==> src/tcdm_pkg.sv <==
// shared TCDM types; rule indices are one-based with 0 meaning unmapped, at most N_RULES_MAX rules
package tcdm_pkg;

  typedef logic [31:0] addr_t;  // byte address
  typedef logic [31:0] data_t;
  typedef logic [3:0]  strb_t;  // one bit per byte lane

  // request as seen by one port
  typedef struct packed {
    logic  req;
    logic  we;
    strb_t be;
    addr_t addr;
    data_t wdata;
  } req_t;

  // response from one port
  typedef struct packed {
    logic  gnt;
    logic  valid;
    logic  err;
    data_t rdata;
  } rsp_t;

  // start is inclusive, end is exclusive
  typedef struct packed {
    addr_t start_addr;
    addr_t end_addr;
  } addr_range_t;

  localparam int unsigned N_RULES_MAX = 8;

  // room for N_RULES_MAX rules plus the no-match value
  typedef logic [$clog2(N_RULES_MAX + 1)-1:0] rule_idx_t;

  // zero-based rule number to one-based index
  function automatic rule_idx_t rule_to_idx(input int unsigned rule);
    return rule_idx_t'(rule + 1);
  endfunction

endpackage

==> src/tcdm_addr_decode.sv <==
// pure combinational range match; overlapping ranges resolve to the highest rule, no match gives 0
`timescale 1ns/1ps

module tcdm_addr_decode import tcdm_pkg::*; #(
  parameter int unsigned                N_RULES  = 3,
  parameter addr_range_t [0:N_RULES-1]  ADDR_MAP = '0
) (
  input  addr_t     addr_i,
  output rule_idx_t idx_o
);

  logic [N_RULES-1:0] hit;  // one bit per rule

  // range compare per rule
  always_comb begin
    for (int i = 0; i < N_RULES; i++) begin
      hit[i] = (addr_i >= ADDR_MAP[i].start_addr) &&
               (addr_i <  ADDR_MAP[i].end_addr);
    end
  end

  // later rules overwrite earlier ones, so the highest match wins
  always_comb begin
    idx_o = '0;  // unmapped by default
    for (int i = 0; i < N_RULES; i++) begin
      if (hit[i]) begin
        idx_o = rule_to_idx(i);
      end
    end
  end

endmodule

==> src/tcdm_id_fifo.sv <==
// index FIFO; push when full and pop when empty are ignored, head word is valid only when not empty
`timescale 1ns/1ps

module tcdm_id_fifo import tcdm_pkg::*; #(
  parameter int unsigned DEPTH = 4
) (
  input  logic      clk_i,
  input  logic      rst_ni,
  input  logic      push_i,
  input  logic      pop_i,
  input  rule_idx_t data_i,
  output rule_idx_t data_o,
  output logic      full_o,
  output logic      empty_o
);

  localparam int unsigned PTR_W = (DEPTH > 1) ? $clog2(DEPTH) : 1;
  localparam int unsigned CNT_W = $clog2(DEPTH + 1);

  rule_idx_t         mem [DEPTH];
  logic [PTR_W-1:0]  wr_ptr_q, rd_ptr_q;
  logic [CNT_W-1:0]  count_q;
  logic              push_en, pop_en;

  assign full_o  = (count_q == CNT_W'(DEPTH));
  assign empty_o = (count_q == '0);
  assign push_en = push_i & ~full_o;
  assign pop_en  = pop_i & ~empty_o;
  assign data_o  = mem[rd_ptr_q];  // head, visible the cycle after the push

  // storage
  always_ff @(posedge clk_i) begin
    if (push_en) begin
      mem[wr_ptr_q] <= data_i;
    end
  end

  always_ff @(posedge clk_i or negedge rst_ni) begin
    if (!rst_ni) begin
      wr_ptr_q <= '0;
      rd_ptr_q <= '0;
      count_q  <= '0;
    end else begin
      if (push_en) begin
        wr_ptr_q <= (wr_ptr_q == PTR_W'(DEPTH - 1)) ? '0 : wr_ptr_q + 1'b1;  // wrap
      end
      if (pop_en) begin
        rd_ptr_q <= (rd_ptr_q == PTR_W'(DEPTH - 1)) ? '0 : rd_ptr_q + 1'b1;
      end
      // simultaneous push and pop leaves the count alone
      if (push_en && !pop_en) begin
        count_q <= count_q + 1'b1;
      end else if (pop_en && !push_en) begin
        count_q <= count_q - 1'b1;
      end
    end
  end

endmodule

==> src/tcdm_router.sv <==
// single master only; banks must answer exactly one cycle after grant and in order, no stalls
`timescale 1ns/1ps

module tcdm_router import tcdm_pkg::*; #(
  parameter int unsigned                N_RULES    = 3,
  parameter addr_range_t [0:N_RULES-1]  ADDR_MAP   = '0,
  parameter int unsigned                FIFO_DEPTH = 4
) (
  input  logic clk_i,
  input  logic rst_ni,
  input  req_t master_req_i,
  output rsp_t master_rsp_o,
  output req_t bank_req_o [N_RULES],
  input  rsp_t bank_rsp_i [N_RULES]
);

  rule_idx_t          sel_idx;   // target of the current request
  rule_idx_t          head_idx;  // target of the oldest outstanding request
  logic               fifo_full, fifo_empty;
  logic [N_RULES-1:0] bank_gnt, bank_valid;
  logic               err_gnt;
  logic               err_pending_q;
  logic               req_gnt;
  logic               rsp_valid;

  tcdm_addr_decode #(
    .N_RULES  (N_RULES),
    .ADDR_MAP (ADDR_MAP)
  ) i_addr_decode (
    .addr_i (master_req_i.addr),
    .idx_o  (sel_idx)
  );

  // remembers where each granted request went
  tcdm_id_fifo #(
    .DEPTH (FIFO_DEPTH)
  ) i_id_fifo (
    .clk_i   (clk_i),
    .rst_ni  (rst_ni),
    .push_i  (req_gnt),
    .pop_i   (rsp_valid),
    .data_i  (sel_idx),
    .data_o  (head_idx),
    .full_o  (fifo_full),
    .empty_o (fifo_empty)
  );

  // steer to the selected bank only, nothing while the FIFO is full
  always_comb begin
    for (int i = 0; i < N_RULES; i++) begin
      bank_req_o[i] = '0;
      if (!fifo_full && sel_idx == rule_to_idx(i)) begin
        bank_req_o[i] = master_req_i;
      end
      bank_gnt[i]   = bank_rsp_i[i].gnt;
      bank_valid[i] = bank_rsp_i[i].valid;
    end
  end

  // unmapped requests are granted here
  assign err_gnt = master_req_i.req & ~fifo_full & (sel_idx == '0);
  assign req_gnt = (|bank_gnt) | err_gnt;

  always_ff @(posedge clk_i or negedge rst_ni) begin
    if (!rst_ni) begin
      err_pending_q <= 1'b0;
    end else begin
      err_pending_q <= err_gnt;  // error answer one cycle later
    end
  end

  assign rsp_valid = (|bank_valid) | err_pending_q;

  // response follows the FIFO head, not the current request
  always_comb begin
    master_rsp_o       = '0;
    master_rsp_o.gnt   = req_gnt;
    master_rsp_o.valid = rsp_valid;
    master_rsp_o.err   = rsp_valid & ~fifo_empty & (head_idx == '0);
    for (int i = 0; i < N_RULES; i++) begin
      if (head_idx == rule_to_idx(i)) begin
        master_rsp_o.rdata = bank_rsp_i[i].rdata;
      end
    end
  end

endmodule

==> config.mk <==
export PLATFORM = sky130hd
export DESIGN_NAME = tcdm_router
export DESIGN_NICKNAME = d
export VERILOG_FILES = /design/src/tcdm_pkg.sv /design/src/tcdm_addr_decode.sv /design/src/tcdm_id_fifo.sv /design/src/tcdm_router.sv
export SDC_FILE = /design/constraint.sdc
export NUM_CORES = 1
export LEC_CHECK = 0
export ABC_CLOCK_PERIOD_IN_PS = 4400
export BUFFER_PORTS_ARGS = -buffer_cell sky130_fd_sc_hd__buf_2
export CORE_AREA = 2 2 166 168
export CTS_CLUSTER_DIAMETER = 150
export DETAILED_ROUTE_END_ITERATION = 10
export DIE_AREA = 0 0 168 170
export PLACE_DENSITY_LB_ADDON = 0.08
export SETUP_SLACK_MARGIN = 0.1
export SYNTH_ARGS = -nofsm -noshare
export SYNTH_HDL_FRONTEND = slang
export SYNTH_HIERARCHICAL = 1
export SYNTH_SLANG_ARGS = --single-unit
==> constraint.sdc <==
create_clock -name clk_i -period 4.4 [get_ports clk_i]
set_clock_uncertainty 0.05 [all_clocks]
set_input_delay 0.22 -clock clk_i [delete_from_list [all_inputs] [get_ports clk_i]]
set_output_delay 0.22 -clock clk_i [all_outputs]
set_load 0.005 [all_outputs]
==> impl_metrics.ini, run 1 <==
[outcome]
status = finished, violations left
violations = max-slew violations

[timing]
setup_tns_ns = 0
final_hold_viol_count = 0
fmax_ghz = 0.322
slew_headroom_pct = -26.0
maxSlewViolCount = 70
worst_slew_pin_slew_ns = 1.88
finalCritPeriodShare_pct = 70.6
period_minus_slack_ns = 3.11
rsz0062_at_grt = no
setup_viol_count_final = 0

[cts]
cts.path.max_buffers = 2
htree_levels = 1
cts_made_buffers = 3
clock-sinks = 24
clock-root-buffer = clkbuf_16
cts_tree = done
clk_pin_slew_ns = 0.06
cts_resized = 0
clk_latency_ns = 0.26

[yosys]
yosysUniqueCellTypes = 34
avgSynthCellArea_um2 = 7.77
yosysWarnings = 6
synthCells = 422
syn_area_um2 = 3280
ys_seq_area_share_pct = 20.8
ys_seq_elements = 24

[routing]
drt-total-wl_um = 16000
route.detailed.drc = 0
wl_per_cell_um = 17.0
drtIter0Drc = 114
firstDrtPassIters = 4
via_per_inst = 3.94
num_vias = 3709
ant_nets = 0

[die]
die_x_um = 168
die_h_um = 170
num_io_pins = 422
start_util_pct = 12.3
fp.dieArea_um2 = 28600
rows = 60
core_um2 = 26700

[grt]
grt_max_degree = 71
grtUsageTotal_pct = 9.88
grt_pass1_wl_um = 21900
overflow = 0
first_global_vias = 3538
antenna_found_initial = 0

[final_layout]
final_cells = 941
nets = 785
fill_cells = 3060
final_common_cell = buf_2
multi_input_area_um2 = 2400
drive_gt1_share_pct = 42.0
diodes = 0
ff_latch_area_um2 = 681
area_delta_synth_final_pct = 43.2
final_cell_mix = buf_2, and2_1, nand2_1

[critical_path]
critical_path_class = reg -> out
crit_chain = mux4_2 > nor3b_2 > buf_4 > nand2_1 > buf_4 > a2bb2oi_1 > buf_2
critPathSlowestCell = mux4_2
worst_path_largest_cell_delay_ns = 0.61
cp-start-kind = flop
worstPathMaxFanout = 33
cp_data_arrival_time_ns = 2.84
required_ns = 4.13
crit_top_cell = buf_4
endpoint_kind = output pin

[placement]
numPortBuffers = 208
place_inst = 936
gp_congestion = 0.844
dp_hpwl_um = 12900

[job]
maxCapViolations = 0

[power]
power_density_nw_per_um2 = 396
vdd_drop_max_v = 0.000146
p_leak_nw = 2.20

[worst_hold_path]
min_path_type = in -> reg
==> critical path: cells and delay by family, from the launching register on <==
family / cells / cell delay, ns
compound gates: 1 / 0.27
buf+inv: 3 / 0.74
simple gates: 2 / 0.36
flops: 1 / 0.56
mux: 1 / 0.61
==> registers in the layout, indices dropped and copies added, names as in the netlist <==
name and count:
i_id_fifo/wr_ptr_q 2, err_pending_q 1, i_id_fifo/mem 16, i_id_fifo/count_q 3, i_id_fifo/rd_ptr_q 2
==> Yosys cell counts <==
| master | number | share of area [%] |
|---|---|---|
| mux2_4 | 2 | 0.92 |
| clkbuf_2 | 5 | 0.76 |
| and2_2 | 21 | 4.8 |
| o21ai_0 | 32 | 4.9 |
| mux4_2 | 4 | 2.7 |
| mux2_2 | 3 | 1.0 |
| nor3b_2 | 2 | 0.76 |
| buf_2 | 4 | 0.61 |
| or4_1 | 2 | 0.46 |
| nor4_1 | 1 | 0.19 |
| ha_1 | 6 | 2.3 |
| a2bb2oi_1 | 32 | 8.5 |
| buf_6 | 3 | 1.0 |
| or3b_4 | 1 | 0.34 |
| edfxtp_1 | 16 | 15 |
| nor3_1 | 2 | 0.31 |
| dfrtp_1 | 8 | 6.1 |
| xor2_1 | 2 | 0.53 |
| xnor2_1 | 1 | 0.27 |
| nand2b_1 | 1 | 0.19 |
| nor4b_2 | 1 | 0.46 |
| inv_1 | 3 | 0.34 |
| nor2b_1 | 2 | 0.38 |
| nor3_4 | 1 | 0.50 |
| nor2_4 | 1 | 0.34 |
| buf_4 | 6 | 1.4 |
| fa_1 | 1 | 0.61 |
| nand2b_2 | 1 | 0.27 |
| nor2_1 | 6 | 0.69 |
| conb_1 | 1 | 0.11 |
| and3_1 | 1 | 0.19 |
| and2_1 | 192 | 37 |
| clkbuf_1 | 23 | 2.6 |
| nand2_1 | 35 | 4.0 |
==> final cells by class <==
cell class	instances	share of cell area, %
flip-flops and latches	24	14.5
multi-input cells	357	51.1
clock inverters	1	0.640
well taps	341	9.09
repair buffers	212	22.9
inverters	3	0.240
clock buffers	3	1.60
==> routing by layer <==
layer  GRT usage, %  up-vias  wire (um)
li1               -     1732          -
met1           10.1     1728       5910
met2           20.4      245       8530
met3           1.93        4       1350
met4           2.31        0        175
met5              0        -          0
==> power by group <==
part	internal, mW	leakage (nW)	total, mW	switching (mW)
clock network	0.181	0.0511	0.262	0.0807
registers	0.334	0.245	0.399	0.0652
logic	0.551	1.91	1.20	0.647
total	1.07	2.20	1.86	0.793
==> cells by family after synthesis <==
group / Yosys count / synth area share (%)
other: 1 / 0.114
and+or+nand+nor: 270 / 50.5
AOI/OAI and AO/OA: 64 / 13.4
xor gates and xnor gates: 3 / 0.802
adders and majority gates: 7 / 2.90
muxes: 9 / 4.69
DFF: 24 / 20.8
buffers and inverters: 44 / 6.76
==> path summary, 6_finish.rpt <==
check                                            from                     to  slack, ns  depth (start not counted)
worst max-delay path            i_id_fifo/rd_ptr_q[0]        master_rsp_o[4]       1.29                          7
worst min-delay path                 master_req_i[69]          err_pending_q       0.28                          2
worst max register to register   i_id_fifo/count_q[0]   i_id_fifo/count_q[1]       1.31                          9
worst min register to register   i_id_fifo/count_q[2]   i_id_fifo/count_q[2]       0.44                          1
max in group asynchronous                      rst_ni  i_id_fifo/rd_ptr_q[1]       3.84                          2
min in group asynchronous                      rst_ni          err_pending_q       0.29                          2
==> per-stage QoR <==
stage / instance area, um2 / hold WS, ns / util (%) / total power, mW / setup WS (ns)
after detailed placement: 4580 / 0.0353 / 17.2 / 1.60 / 1.26
after floorplan: 3290 / -0.126 / - / 1.14 / 1.61
after global routing: 4690 / 0.304 / 17.6 / 2.02 / 1.09
final: 4690 / 0.281 / 17.6 / 1.86 / 1.29
after CTS: 4690 / 0.302 / 17.6 / 1.87 / 1.24
after global placement: 4580 / 0.0340 / 17.2 / 1.60 / 1.32
==> repair_timing <==
| item | in CTS | in global routing |
|---|---|---|
| buffers inserted | 0 | 0 |
| hold buffers | 1 | 0 |
| endpoints found under the hold margin | 8 | 0 |
| endpoints found under the setup margin | 0 | 0 |
Note: power is estimated with default switching activity, not from simulation.
==> run 2, diff against run 1 <==
--- a/config.mk
+++ b/config.mk
@@ -5,12 +5,12 @@
 export SDC_FILE = /design/constraint.sdc
 export NUM_CORES = 1
 export LEC_CHECK = 0
-export ABC_CLOCK_PERIOD_IN_PS = 4400
+export ABC_CLOCK_PERIOD_IN_PS = 3000
 export BUFFER_PORTS_ARGS = -buffer_cell sky130_fd_sc_hd__buf_2
-export CORE_AREA = 2 2 166 168
+export CORE_AREA = 2 2 163 165
 export CTS_CLUSTER_DIAMETER = 150
 export DETAILED_ROUTE_END_ITERATION = 10
-export DIE_AREA = 0 0 168 170
+export DIE_AREA = 0 0 165 167
 export PLACE_DENSITY_LB_ADDON = 0.08
 export SETUP_SLACK_MARGIN = 0.1
 export SYNTH_ARGS = -nofsm -noshare
==> constraint.sdc (replaced) <==
create_clock -name clk_i -period 3 [get_ports clk_i]
set_clock_uncertainty 0.05 [all_clocks]
set_input_delay 0.15 -clock clk_i [delete_from_list [all_inputs] [get_ports clk_i]]
set_output_delay 0.15 -clock clk_i [all_outputs]
set_load 0.005 [all_outputs]
==> impl_metrics.ini, run 2 (synthesized netlist as in run 1, its figures left out) <==
[die]
num_io_pins = 422
die_h_um = 167
fp.dieArea_um2 = 27600
rows = 59
core_um2 = 25800
start_util_pct = 12.7
die_x_um = 165

[grt]
antenna_found_initial = 3
grt_pass1_wl_um = 23500
grt_max_degree = 71
grtUsageTotal_pct = 11.5
overflow = 0
first_global_vias = 3639

[cts]
cts_made_buffers = 3
clock-root-buffer = clkbuf_16
post-cts-setup-buffers = 0
cts_tree = done
clk_pin_slew_ns = 0.06
clock-sinks = 24
cts.path.max_buffers = 2
htree_levels = 1
clk_latency_ns = 0.25

[final_layout]
area_delta_synth_final_pct = 43.7
regMostFlops = i_id_fifo/mem
final_core_util_pct = 18.3
largest_register_ffs = 16
largestRegisters = i_id_fifo/mem: 16 flops, i_id_fifo/count_q: 3 flops
drive_gt1_share_pct = 42.8
nets = 788
final_cell_mix = buf_2, and2_1, nand2_1
fill_cells = 2943
final_common_cell = buf_2

[outcome]
status = finished, violations left
violations = max-slew violations

[placement]
numPortBuffers = 208
dp_hpwl_um = 14600
gp_congestion = 0.825

[routing]
wl_per_cell_um = 18.8
num_vias = 3724
via_per_inst = 3.96
drtIter0Drc = 136
drt-total-wl_um = 17700
ant_nets = 0
route.detailed.drc = 0
firstDrtPassIters = 5

[critical_path]
endpoint_kind = flop
r2r_start = i_id_fifo/count_q[1]
critical_path_class = reg -> reg
cp_data_arrival_time_ns = 2.79
crit_start = i_id_fifo/count_q[1]
cp-start-kind = flop
worstPathMaxFanout = 7
required_ns = 3.09

[timing]
finalCritPeriodShare_pct = 90.1
setup_viol_count_final = 0
period_minus_slack_ns = 2.70
setup_tns_ns = 0
final_hold_viol_count = 0
fmax_ghz = 0.370
slew_headroom_pct = -28.8
maxSlewViolCount = 70
worst_slew_pin_slew_ns = 1.93
rsz0062_at_grt = no

[power]
vdd_drop_max_v = 0.000186
power.total_mw = 2.71
p_leak_nw = 2.21
power_density_nw_per_um2 = 575

[worst_hold_path]
hold_start = master_req_i[69]
min_path_type = in -> reg

[job]
maxCapViolations = 0
## run 2: changes by cell type in the layout (fill, tap and decap cells not counted)
cell       before  now
bufinv_16       1    0
buf_4           3    5
nor3b_2         2    1
clkbuf_1        0    1
nor2b_2         0    1
buf_12          0    1
diode_2         0    2
nor3b_4         0    1
nor2b_1         2    1
dfrtp_1         8    5
dfrtp_2         0    3
## run 2: what timing repair did
action	CTS	global route
hold buffers	1	0
setup endpoints to repair	0	3
hold endpoints to repair	8	0
gates resized for setup	0	5
## run 2: layer usage
metal	share of wire [%]	GRT usage (%)	vias to the layer above	wire [um]
li1	-	-	1741	-
met1	36	12.0	1738	6350
met2	54	22.7	233	9560
met3	8.6	2.57	12	1520
met4	1.6	2.50	0	290
met5	0	0	-	0
## run 2: final timing paths
check,endpoint,slack [ns],depth (start not counted)
setup / recovery,i_id_fifo/count_q[1],0.30,9
hold / removal,err_pending_q,0.23,2
setup reg to reg,i_id_fifo/count_q[1],0.30,9
hold reg to reg,i_id_fifo/count_q[2],0.46,1
max in group asynchronous,i_id_fifo/rd_ptr_q[0],2.47,2
min in group asynchronous,i_id_fifo/count_q[0],0.24,2
## run 2: power breakdown
part	total (mW)	leakage [nW]	internal [mW]	switching, mW
Sequential	0.600	0.242	0.495	0.105
Combinational	1.83	1.93	0.856	0.969
Clock	0.284	0.0382	0.181	0.103
## run 2: area by class of cell
| type | instances | area (um2) | share of cell area, % |
|---|---|---|---|
| Antenna cell | 2 | 5.00 | 0.106 |
| Clock buffer | 4 | 78.8 | 1.67 |
| Inverter | 3 | 11.3 | 0.239 |
| Multi-Input combinational cell | 357 | 2400 | 51.0 |
| Sequential cell | 24 | 684 | 14.5 |
| Tap cell | 335 | 419 | 8.90 |
| Timing Repair Buffer | 215 | 1110 | 23.5 |
## run 2: critical path, cell delays in order, from the launching register on
cell,delay (ns)
dfrtp_2,0.44
nor3b_4,0.21
nor2_1,0.08
and3_1,0.19
or4_1,0.41
nor2b_2,0.22
ha_1,0.23
inv_1,0.08
fa_1,0.41
mux2_2,0.27
## run 2: stage by stage
step / area, um2 / hold WS [ns] / setup slack (ns) / cells
after floorplan: 3290 / -0.196 / 0.213 / 425
after global placement: 4610 / -0.0368 / 0.269 / 933
after detailed placement: 4610 / -0.0352 / 0.219 / 933
after CTS: 4690 / 0.243 / 0.192 / 938
after global routing: 4710 / 0.249 / 0.136 / 940
final: 4710 / 0.226 / 0.298 / 940
